==> src/common/icache_pkg.sv <==
package icache_pkg;

    // geometry, fixed by the address split
    localparam int ADDR_W     = 19;
    localparam int WORD_W     = 32;
    localparam int NUM_WAYS   = 4;
    localparam int NUM_SETS   = 8;
    localparam int LINE_WORDS = 16;

    // field widths and positions inside a byte address
    localparam int TAG_W      = 10;
    localparam int SET_W      = 3;
    localparam int WIDX_W     = 4;
    localparam int TAG_LSB    = 9;   // tag [18:9]
    localparam int SET_LSB    = 6;   // set [8:6]
    localparam int WIDX_LSB   = 2;   // word [5:2]
    localparam int LINE_LSB   = 6;   // byte offset bits inside a line

    typedef logic [ADDR_W-1:0]   addr_t;
    typedef logic [WORD_W-1:0]   word_t;
    typedef logic [TAG_W-1:0]    tag_t;
    typedef logic [SET_W-1:0]    set_idx_t;
    typedef logic [WIDX_W-1:0]   word_idx_t;
    typedef logic [NUM_WAYS-1:0] way_mask_t;   // one-hot way
    typedef logic [2:0]          plru_bits_t;  // {right pair, left pair, root}

    // fetch controller
    typedef enum logic [1:0] {
        SLEEP,    // cache off, contents invalid
        IDLE,     // waiting for a fetch
        COMPARE,  // tag compare of the granted fetch
        REFILL    // line coming from next level
    } ctrl_state_t;

endpackage

==> src/icache/icache_ctrl.sv <==
`timescale 1ns/1ps

module icache_ctrl import icache_pkg::*; (
    input  logic      clk,
    input  logic      rst_n,
    // core side
    input  logic      fetch_req,
    input  addr_t     fetch_addr,
    output logic      fetch_gnt,
    output logic      fetch_r_valid,
    output word_t     fetch_r_data,
    input  logic      work_en,
    input  logic      sleep_en,
    // ways
    input  logic      hit,
    input  way_mask_t hit_way,
    input  word_t     hit_data,
    output set_idx_t  rd_set,
    output logic      rd_en,
    output tag_t      lookup_tag,
    output logic      wr_en,
    output way_mask_t wr_way,
    output set_idx_t  wr_set,
    output word_idx_t wr_word,
    output word_t     wr_data,
    output tag_t      wr_tag,
    output logic      line_fill,
    output logic      invalidate_all,
    // refill controller
    input  logic      fill_valid,
    input  word_idx_t fill_word,
    input  word_t     fill_data,
    input  logic      fill_done,
    output logic      miss_start,
    output addr_t     miss_line_addr,
    // replacement
    input  way_mask_t victim_way,
    output logic      touch,
    output way_mask_t touch_way
);

    ctrl_state_t state_q, state_d;
    addr_t       addr_q;     // address of the granted fetch
    way_mask_t   victim_q;   // way being refilled

    always_ff @(posedge clk or negedge rst_n) begin
        if (!rst_n) begin
            state_q <= SLEEP;
        end else begin
            state_q <= state_d;
        end
    end

    // captured at every grant
    always_ff @(posedge clk or negedge rst_n) begin
        if (!rst_n) begin
            addr_q <= '0;
        end else if (fetch_gnt) begin
            addr_q <= fetch_addr;
        end
    end

    always_ff @(posedge clk or negedge rst_n) begin
        if (!rst_n) begin
            victim_q <= '0;
        end else if (miss_start) begin
            victim_q <= victim_way;   // choice frozen for the whole refill
        end
    end

    always_comb begin
        state_d        = state_q;
        fetch_gnt      = 1'b0;
        fetch_r_valid  = 1'b0;
        fetch_r_data   = '0;
        rd_en          = 1'b0;
        wr_en          = 1'b0;
        line_fill      = 1'b0;
        invalidate_all = 1'b0;
        miss_start     = 1'b0;
        touch          = 1'b0;
        case (state_q)
            SLEEP: begin
                if (work_en) state_d = IDLE;
            end
            IDLE: begin
                if (sleep_en) begin
                    invalidate_all = 1'b1;   // drop every line on the way down
                    state_d        = SLEEP;
                end else if (fetch_req) begin
                    fetch_gnt = 1'b1;
                    rd_en     = 1'b1;        // arrays answer next cycle
                    state_d   = COMPARE;
                end
            end
            COMPARE: begin
                if (hit) begin
                    fetch_r_valid = 1'b1;
                    fetch_r_data  = hit_data;
                    touch         = 1'b1;
                    // pipelined hit: take the next fetch in the same cycle
                    if (fetch_req) begin
                        fetch_gnt = 1'b1;
                        rd_en     = 1'b1;
                    end else begin
                        state_d = IDLE;
                    end
                end else begin
                    miss_start = 1'b1;
                    state_d    = REFILL;
                end
            end
            REFILL: begin
                if (fill_valid) begin
                    wr_en = 1'b1;
                    // requested word goes straight to the core
                    if (fill_word == addr_q[WIDX_LSB +: WIDX_W]) begin
                        fetch_r_valid = 1'b1;
                        fetch_r_data  = fill_data;
                    end
                end
                if (fill_done) begin
                    line_fill = 1'b1;   // tag + valid of the new line
                    touch     = 1'b1;
                    state_d   = IDLE;
                end
            end
            default: state_d = SLEEP;
        endcase
    end

    assign rd_set     = fetch_addr[SET_LSB +: SET_W];
    assign lookup_tag = addr_q[TAG_LSB +: TAG_W];     // compared one cycle after the read
    assign wr_set     = addr_q[SET_LSB +: SET_W];
    assign wr_tag     = addr_q[TAG_LSB +: TAG_W];
    assign wr_way     = victim_q;
    assign wr_data    = fill_data;

    // data store has a single word address, shared by read and write
    assign wr_word = (state_q == REFILL) ? fill_word : fetch_addr[WIDX_LSB +: WIDX_W];

    assign miss_line_addr = {addr_q[ADDR_W-1:LINE_LSB], {LINE_LSB{1'b0}}};
    assign touch_way      = (state_q == REFILL) ? victim_q : hit_way;

    a_no_rvalid_in_sleep: assert property (
        @(posedge clk) disable iff (!rst_n)
        (state_q == SLEEP) |-> !fetch_r_valid
    );

endmodule

==> config.mk <==
export PLATFORM = sky130hd
export DESIGN_NAME = icache_ctrl
export DESIGN_NICKNAME = d
export VERILOG_FILES = /design/src/common/icache_pkg.sv /design/src/icache/icache_ctrl.sv
export SDC_FILE = /design/constraint.sdc
export NUM_CORES = 1
export LEC_CHECK = 0
export BUFFER_PORTS_ARGS = -buffer_cell sky130_fd_sc_hd__clkbuf_2
export CAP_MARGIN = 30
export CORE_AREA = 2 2 89 91
export DETAILED_ROUTE_END_ITERATION = 16
export DIE_AREA = 0 0 91 93
export GPL_ROUTABILITY_DRIVEN = 0
export PLACE_DENSITY = 0.74
export SLEW_MARGIN = 20
export SYNTH_ARGS = -nofsm -noshare
export SYNTH_HDL_FRONTEND = slang
export SYNTH_SLANG_ARGS = --single-unit
==> constraint.sdc <==
create_clock -name clk -period 1.8 [get_ports clk]
set_input_delay 0.09 -clock clk [delete_from_list [all_inputs] [get_ports clk]]
set_output_delay 0.09 -clock clk [all_outputs]
set_load 0.05 [all_outputs]
[Word level (Yosys, flattened, before mapping)]
Index checks and enable logic that the tools add are counted.
Storage, ports and cells
  output and inout bits: 129
  flip-flop bits (word level): 25
  input port bits: 103
  word-level logic and storage cells: 43
Operators by class
  equality and inequality tests: 8
  reduce and logical (&&, ||, !) cells: 2
  muxes and demuxes: 30
Operator list (number)
  2-to-1 mux 32 bit: 3
  one-hot mux 32 bit (2 select lines): 1
  2-to-1 mux 1 bit: 14
  2-to-1 mux 2 bit: 6
  2-to-1 mux 4 bit: 2
  one-hot mux 2 bit (4 select lines): 1
  inequality test 3 bit, second input constant: 2
  one-hot mux 1 bit (2 select lines): 3
  equality test 2 bit, second input constant: 2
  equality test 4 bit: 1
  inequality test 2 bit, second input constant: 2
  AND reduction 4 bit: 1
  equality test 2 x 1 -> 1 bit, second input constant: 1
  logical NOT 2 bit: 1

[Depth between registers and ports, before layout]
Gate-level depths: netlist of the first run.
  depth after elaboration: 4
  mapped depth: 8
  depth with buffers taken out: 5

[Worst setup path before layout of the first run]
OpenSTA, ideal clock, no wires.
  kind: register to output
  start: register state_q[0]
  end: output fetch_r_data[0]
  arrival: 2744 ps
  cell stages (with the launch flop): 7
  buffers on the path: 2
  slack: -1034 ps
  data required time: 1710 ps
  path through: dfrtp_1 > ha_1 > and2_1 > clkbuf_1 > clkbuf_1 > nand3_1 > o21ai_0
On the way
  cells in the longest elaborated chain, start to end: 2
Ends and longest elaborated chain
  start: declaration: RTL line icache_ctrl.sv:42  | ctrl_state_t state_q, state_d;
  start signal: assignment: RTL line icache_ctrl.sv:50  | state_q <= state_d;
  equality test 2 bit: RTL line icache_ctrl.sv:82  | case (state_q)
  one-hot mux 32 bit (2 select lines) (*): RTL line icache_ctrl.sv:82
  end: declaration: RTL line icache_ctrl.sv:11  | output word_t fetch_r_data,
Every way passes the cells marked *; elsewhere a longest branch is shown, timed or not.

[Final worst setup path of the first run]
  start: register state_q[0]
  end: output touch
On the way
  cells in the longest elaborated chain, start to end: 2
Ends and longest elaborated chain
  equality test 2 bit: RTL line icache_ctrl.sv:82
  one-hot mux 1 bit (2 select lines) (*): RTL line icache_ctrl.sv:82
  end: declaration: RTL line icache_ctrl.sv:38  | output logic touch,
Marked as above.

==> flow_summary.ini, run 1 <==
[outcome]
status = finished, violations left
failed_checks = negative setup slack

[layout]
area_delta_synth_final_pct = 75.9
seqCellArea_um2 = 577
fillers = 654
fin_nets = 544
antenna_cells = 0
final_cell_count_no_fill = 537
drive_gt1_share_pct = 77.2
multi_input_area_um2 = 1340
utilization_pct = 53.6

[power_and_ir_drop]
power_mw = 6.04
p_leak_nw = 1.95
power_density_nw_per_um2 = 1500
peakVddDrop_mv = 1.77

[global_routing]
grt_remaining_overflow = 0
antenna_found_initial = 0
grt_pass1_wl_um = 11800
track_usage_pct = 17.3
grt_pass1_vias = 2372
grt_max_degree = 35

[clock_network]
clock-sinks = 23
cts_tree = yes
clockRootBuffer = clkbuf_8
h-tree-depth = 1
clk_latency_ns = 0.26
numCtsBuffers = 3
clock_path_buffers = 2
clkSlewWorstSetupHoldPaths_ns = 0.08

[sta]
min_period_over_period_pct = 105
tightest_slew_ns = 0.575
fmax_ghz = 0.528
setup_violations = 38
drv_slew = 0
worst_slew_margin_rel_pct = 61.7
grt_setup_unrepaired = true
fin_skew_ns = 0.00385
hold_violations = 0
worst_slack_ns = -0.0940
fin_crit_ns = 1.89

[floorplan]
die-area_um2 = 8460
chipHeight_um = 93
start_util_pct = 30.5
core_area_um2 = 7530
ioPinCount = 232
rows = 32
fp.dieW_um = 91

[critical_path]
cp-end-kind = primary output
cp.arrival_ns = 1.80
crit_fanout = 5
start_kind = flop
critical_path_class = flop to primary output
required_ns = 1.71

[routing]
first_pass_iters = 4
route.detailed.drc = 0
vias_per_cell = 4.62
drtIter0Drc = 47
wl_per_cell_um = 15.4
num_vias = 2483
drtAntennaViolNets = 0
routed_wirelength_um = 8260

[placement]
dp_hpwl_um = 5890
place_inst = 516
port_buffers = 223

[logic_synthesis]
synth.area.top_cells = buf_4 (26%), dfrtp_1 (25%), mux2_2 (9.8%)
postSynthAreaPerCell_um2 = 8.34
syn_inst = 275
yosysMostFrequentCell = buf_4
synth_ff_type = dfrtp_1
synth_cell_types = 24
synth_top_area_share_pct = 25.5
synth_edf_count = 0
yosysTopAreaCell = buf_4
synthTopCellsByCount = buf_4 (78), nand3_1 (34), nand2_1 (33), o21ai_0 (33), dfrtp_1 (23)
netlist_area_um2 = 2290
yosysSeqAreaShare_pct = 25.1
async_flop_share_pct = 100
yosysWarnings = 0
synth-seq-cells = 23

[worst_hold_path]
worst_hold_path_type = primary input to flop

[flow_run]
maxCapViolCount = 0
-- routing by layer --
layer / routed length [µm] / vias up / share of wire, % / track usage (%)
met3: 598 / 10 / 7.2 / 3.06
li1: - / 1161 / - / -
met1: 2920 / 1165 / 35 / 17.7
met5: 0 / - / 0 / 0
met4: 157 / 0 / 1.9 / 6.31
met2: 4580 / 147 / 55 / 34.8
-- critical path, cell delays in order, from the launching register on --
cell       delay [ns]
dfrtp_1          0.40
buf_6            0.13
inv_6            0.03
ha_4             0.15
and2_4           0.18
buf_12           0.13
clkbuf_16        0.14
or2_4            0.23
buf_8            0.15
-- area by class of cell --
class	instances	area share, %
repair buffers	247	47.9
well taps	102	3.16
flip-flops and latches	23	14.3
inverters	3	0.403
multi-input cells	158	33.2
clock buffers	4	1.12
-- path summary, 6_finish.rpt --
path / from / end / slack (ns) / depth (start not counted)
max in group asynchronous: rst_n / state_q[1] / 1.03 / 2
hold reg to reg: addr_q[3] / addr_q[3] / 0.55 / 1
setup / recovery: state_q[0] / touch / -0.09 / 8
hold / removal: fetch_addr[13] / addr_q[13] / 0.06 / 2
setup reg to reg: state_q[0] / addr_q[4] / -0.05 / 8
min in group asynchronous: rst_n / addr_q[12] / 0.36 / 2
-- kinds of logic after synthesis --
kind of cell    Yosys count  share of synthesized area [%]
buf+inv                  99                           30.1
simple gates             76                           15.5
compound gates           36                           8.34
mux                      31                           16.6
flops                    23                           25.1
fa+ha+maj                 5                           2.73
xor+xnor                  4                           1.53
other cells               1                          0.163
-- layout by cell type, fill, tap and decap left out, drive strengths merged, types with 2 or more instances in the layout --
| master | netlist | routed |
|---|---|---|
| and2 | 4 | 4 |
| buf | 81 | 65 |
| clkbuf | 15 | 185 |
| conb | 1 | 6 |
| dfrtp | 23 | 23 |
| ha | 5 | 5 |
| inv | 3 | 3 |
| mux2 | 29 | 29 |
| mux2i | 2 | 2 |
| nand2 | 33 | 33 |
| nand3 | 34 | 34 |
| nor2b | 2 | 2 |
| o21ai | 33 | 33 |
| xnor2 | 4 | 4 |
-- sequential cells by signal, indices dropped and copies added, names as in the netlist --
register / count
addr_q: 17
wr_way: 4
state_q: 2
-- stage by stage --
step	setup TNS (ns)	instance area (µm²)	hold slack (ns)	setup WS, ns
2_1_floorplan	-0.461	2490	-0.206	-0.0349
3_3_place_gp	0	3310	0.100	0.125
3_5_place_dp	0	3310	0.107	0.0459
4_1_cts	-0.145	3810	0.0563	-0.0515
5_1_grt	-4.78	4040	0.0563	-0.153
6_report	-1.02	4040	0.0564	-0.0940
-- timing repair --
action	4_1_cts	5_1_grt
endpoints found under the setup margin	44	58
hold buffers	1	0
endpoints found under the hold margin	23	0
pin swaps	2	2
buffers inserted	3	7
gates cloned	3	3
resized for setup	73	57
-- where the power goes --
part | total (mW) | switching (mW) | internal, mW
logic | 4.70 | 3.25 | 1.45
clock network | 0.315 | 0.158 | 0.158
registers | 1.03 | 0.252 | 0.777
total | 6.04 | 3.66 | 2.38
Power figures use the tool's default switching activity.
==> inputs of run 2 (changes only) <==
--- a/config.mk
+++ b/config.mk
@@ -10,8 +10,8 @@
 export CORE_AREA = 2 2 89 91
 export DETAILED_ROUTE_END_ITERATION = 16
 export DIE_AREA = 0 0 91 93
-export GPL_ROUTABILITY_DRIVEN = 0
-export PLACE_DENSITY = 0.74
+export GPL_ROUTABILITY_DRIVEN = 1
+export PLACE_DENSITY_LB_ADDON = 0.3
 export SLEW_MARGIN = 20
 export SYNTH_ARGS = -nofsm -noshare
 export SYNTH_HDL_FRONTEND = slang
==> flow_summary.ini, run 2 (same netlist as run 1, synthesis figures left out) <==
[layout]
fin_nets = 540
regMostFlops = addr_q
area_delta_synth_final_pct = 67.4
antenna_cells = 0
final_area_um2 = 3840
final_common_cell = clkbuf_2
drive_gt1_share_pct = 74.0
final_cell_mix = clkbuf_2 (178), nand2_1 (33), nand3_1 (32), buf_8 (25)
final_cell_count_no_fill = 533
largest_reg_flops = 17
fillers = 718

[routing]
vias_per_cell = 4.53
first_pass_iters = 4
drtIter0Drc = 42
routed_wirelength_um = 7840
route.detailed.drc = 0
drtAntennaViolNets = 0
wl_per_cell_um = 14.7
num_vias = 2415

[critical_path]
r2r_slack_ns = -0.02
r2r-start = state_q[0]
critical_path_class = flop to flop
r2r_cells = 7
cp.arrival_ns = 1.97
cp-endpoint = addr_q[10]
start_kind = flop
reg2reg_to = addr_q[10]
crit_fanout = 7
cp-end-kind = flop
required_ns = 1.95
cp-startpoint = state_q[0]

[placement]
place_inst = 516
dp_hpwl_um = 5740
dpl-instance-area_um2 = 3320
port_buffers = 223
place_congestion = 0.727

[clock_network]
cts_tree = yes
h-tree-depth = 1
clockRootBuffer = clkbuf_8
clock-sinks = 23
clkSlewWorstSetupHoldPaths_ns = 0.09
clock_path_buffers = 2
numCtsBuffers = 3
clk_latency_ns = 0.26

[sta]
hold_violations = 0
hold-worst-slack_ns = 0.0492
min_period_over_period_pct = 101
worst_slew_margin_rel_pct = 62.0
setup_violations = 8
worst_slack_ns = -0.0185
drv_slew = 0
fmax_ghz = 0.550
tightest_slew_ns = 0.571
grt_setup_unrepaired = true
fin_crit_ns = 1.82
fin_skew_ns = 0.00448

[floorplan]
die-area_um2 = 8460
chipHeight_um = 93
start_util_pct = 30.5
core_area_um2 = 7530
rows = 32
ioPinCount = 232
fp.dieW_um = 91

[global_routing]
grt_remaining_overflow = 0
grtUsageMet2_pct = 29.1
grt_max_degree = 35
antenna_found_initial = 0
use_met3_pct = 3.95
grt_use_met1_pct = 17.5
busiest_layer = met2
grt_pass1_wl_um = 10700
track_usage_pct = 15.5
grt_pass1_vias = 2141

[flow_run]
maxCapViolCount = 0

[power_and_ir_drop]
peakVddDrop_mv = 1.40
p_leak_nw = 1.89
power_mw = 5.80
power_density_nw_per_um2 = 1510

[worst_hold_path]
worst_hold_path_type = primary input to flop

[outcome]
status = finished, violations left
failed_checks = negative setup slack
## run 2: report_power, final
part / switching (mW) / internal, mW / total, mW
Combinational: 3.14 / 1.32 / 4.47
Sequential: 0.231 / 0.775 / 1.01
Clock: 0.169 / 0.156 / 0.326
Total: 3.54 / 2.26 / 5.80
## run 2: worst min path at each step
stage | start | end | slack, ns | cells after the start
6_report | victim_way[0] | wr_way[0] | 0.05 | 2
5_1_grt | victim_way[2] | wr_way[2] | 0.04 | 2
4_1_cts | victim_way[0] | wr_way[0] | 0.04 | 2
3_5_place_dp | rst_n | addr_q[11] | 0.12 | 1
3_3_place_gp | rst_n | addr_q[11] | 0.11 | 1
2_1_floorplan | rst_n | addr_q[10] | -0.21 | 0
## run 2: metal layers
layer | routed length [µm] | share of wire [%]
met1 | 2810 | 36
met2 | 4260 | 54
met3 | 712 | 9.1
met4 | 55 | 0.70
met5 | 0 | 0
## run 2: critical path, stage by stage, from the launching register on
cell and delay, ns:
dfrtp_1 0.42, inv_2 0.07, ha_2 0.19, and2_4 0.17, o211a_4 0.28, buf_12 0.14
buf_4 0.14, mux2_4 0.29
## run 2: timing repair
action	4_1_cts	5_1_grt
hold endpoints to repair	23	0
hold buffers	1	0
gates resized for setup	59	37
buffers inserted	6	2
setup endpoints to repair	40	54
gates cloned	0	4
pin swaps	0	1
## run 2: per-stage QoR
stage	worst slack, ns	TNS (ns)	utilization, %
4_1_cts	-0.0604	-0.787	49.0
2_1_floorplan	-0.0349	-0.461	-
3_5_place_dp	0.0406	0	44.1
3_3_place_gp	0.108	0	44.1
5_1_grt	-0.0838	-2.67	51.0
6_report	-0.0185	-0.0766	51.0
## run 2: layout make-up
class | count | area [µm²] | area share, %
Clock buffer | 3 | 41.3 | 1.07
Clock inverter | 1 | 7.51 | 0.195
Inverter | 3 | 11.3 | 0.293
Multi-Input combinational cell | 158 | 1250 | 32.6
Sequential cell | 23 | 576 | 15.0
Tap cell | 102 | 128 | 3.32
Timing Repair Buffer | 243 | 1830 | 47.5
==> inputs of run 3 (changes only) <==
==> constraint.sdc (replaced) <==
create_clock -name clk -period 1.8 [get_ports clk]
set_input_delay 0.36 -clock clk [delete_from_list [all_inputs] [get_ports clk]]
set_output_delay 0.36 -clock clk [all_outputs]
set_load 0.05 [all_outputs]
==> flow_summary.ini, run 3 (same netlist as run 1, synthesis figures left out) <==
[layout]
antenna_cells = 0
regMostFlops = addr_q
largest_reg_flops = 17
final_cell_mix = clkbuf_2 (175), nand2_1 (31), buf_8 (31), o21ai_4 (29), dfrtp_1 (23)
fin_nets = 551
final_common_cell = clkbuf_2
drive_gt1_share_pct = 79.2
fillers = 640
area_delta_synth_final_pct = 92.6

[clock_network]
clkSlewWorstSetupHoldPaths_ns = 0.08
clk_latency_ns = 0.26
clock_path_buffers = 2
postCtsHoldBufs = 0
h-tree-depth = 1
numCtsBuffers = 3
clockRootBuffer = clkbuf_8
cts_tree = yes
clock-sinks = 23

[routing]
wl_met2_um = 4610
drt-met1-wl_um = 2870
wl_per_cell_um = 15.1
first_pass_iters = 4
met3WireLength_um = 658
routed_wirelength_um = 8220
drtAntennaViolNets = 0
num_vias = 2463
top_layer_used = met4
route.detailed.drc = 0
vias_per_cell = 4.53
drtIter0Drc = 54

[critical_path]
required_ns = 1.44
reg2reg_to = addr_q[7]
crit_fanout = 9
critical_path_class = flop to primary output
start_kind = flop
r2r-start = state_q[0]
r2r_slack_ns = -0.13
cp.arrival_ns = 1.73
r2r_cells = 8
cp-end-kind = primary output

[sta]
grt_setup_unrepaired = true
tns_ns = -12.36
fin_skew_ns = 0.00109
worst_slack_ns = -0.287
tightest_slew_ns = 0.564
fmax_ghz = 0.479
fin_crit_ns = 2.09
min_period_over_period_pct = 116
worst_slew_margin_rel_pct = 62.4
drv_slew = 0
hold_violations = 0
setup_violations = 62

[power_and_ir_drop]
p_leak_nw = 2.05
peakVddDrop_mv = 1.63
power_density_nw_per_um2 = 1420

[floorplan]
fp.dieW_um = 91
chipHeight_um = 93
core_area_um2 = 7530
die-area_um2 = 8460
rows = 32
start_util_pct = 30.5
ioPinCount = 232

[global_routing]
grt_pass1_wl_um = 11900
grt_remaining_overflow = 0
track_usage_pct = 17.2
grt_max_degree = 34
grt_pass1_vias = 2377
antenna_found_initial = 0

[worst_hold_path]
worst_hold_path_type = primary input to async pin

[placement]
pre_cts_slack_ns = -0.128
place_congestion = 0.734
dp_hpwl_um = 5880
port_buffers = 223

[outcome]
failed_checks = negative setup slack
status = finished, violations left

[flow_run]
maxCapViolCount = 0
[run 3: cell count changes in the layout (fill, tap and decap cells not counted), moves of 3 or more]
cell and delta:
o21ai_4 +22, o21ai_2 -20, nand3_1 -11, nand3_2 +7, buf_4 +6, buf_8 +6
clkbuf_8 +6, buf_2 -5, nand3_4 +4, buf_12 +3, clkbuf_2 -3, clkbuf_4 -3
[run 3: through the flow]
| stage | utilization (%) | cells | total power [mW] | instance area [µm²] | hold slack, ns |
|---|---|---|---|---|---|
| after floorplan | - | 280 | 5.00 | 2750 | 0.0644 |
| after global placement | 48.5 | 528 | 5.47 | 3650 | 0.383 |
| after detailed placement | 48.5 | 528 | 5.52 | 3650 | 0.381 |
| after CTS | 55.5 | 537 | 6.12 | 4170 | 0.0870 |
| after global routing | 58.7 | 544 | 6.54 | 4420 | 0.112 |
| final | 58.7 | 544 | 6.27 | 4420 | 0.0750 |
[run 3: where the power goes]
group          internal (mW)  switching (mW)
Combinational           1.59            3.36
Clock                  0.154           0.156
Sequential             0.776           0.235
Total                   2.52            3.75
[run 3: critical path, cell delays in order, from the launching register on]
cell and delay (ns):
dfrtp_1 0.41, ha_2 0.20, and2_4 0.23, buf_12 0.15, nand3_1 0.14, o21ai_4 0.17, buf_8 0.16
[run 3: routing by layer]
metal	GRT usage, %	up-vias
li1	-	1171
met1	18.5	1151
met2	34.2	135
met3	3.46	6
met4	4.17	0
met5	0	-
[run 3: worst max-delay path by stage]
stage | start | endpoint | slack, ns | cells past startpoint
after floorplan | state_q[0] | touch | -0.13 | 4
after global placement | fill_word[1] | fetch_r_data[2] | -0.1 | 6
after detailed placement | state_q[0] | fetch_r_data[15] | -0.13 | 6
after CTS | state_q[0] | fetch_r_data[26] | -0.30 | 8
after global routing | state_q[0] | fetch_r_data[4] | -0.36 | 6
final | state_q[0] | fetch_r_data[4] | -0.29 | 6
[run 3: timing repair]
| item | CTS | global route |
|---|---|---|
| gates cloned | 2 | 4 |
| pin swaps | 1 | 15 |
| hold endpoints to repair | 0 | 0 |
| resized for setup | 93 | 47 |
| setup buffers | 3 | 3 |
| endpoints found under the setup margin | 48 | 65 |
[run 3: final cells by class]
class / count / area, µm² / share of cell area (%)
Clock inverter: 1 / 5.00 / 0.113
Clock buffer: 3 / 41.3 / 0.934
Inverter: 3 / 11.3 / 0.255
Multi-Input combinational cell: 158 / 1560 / 35.3
Timing Repair Buffer: 254 / 2100 / 47.5
Tap cell: 102 / 128 / 2.89
Sequential cell: 23 / 576 / 13.0
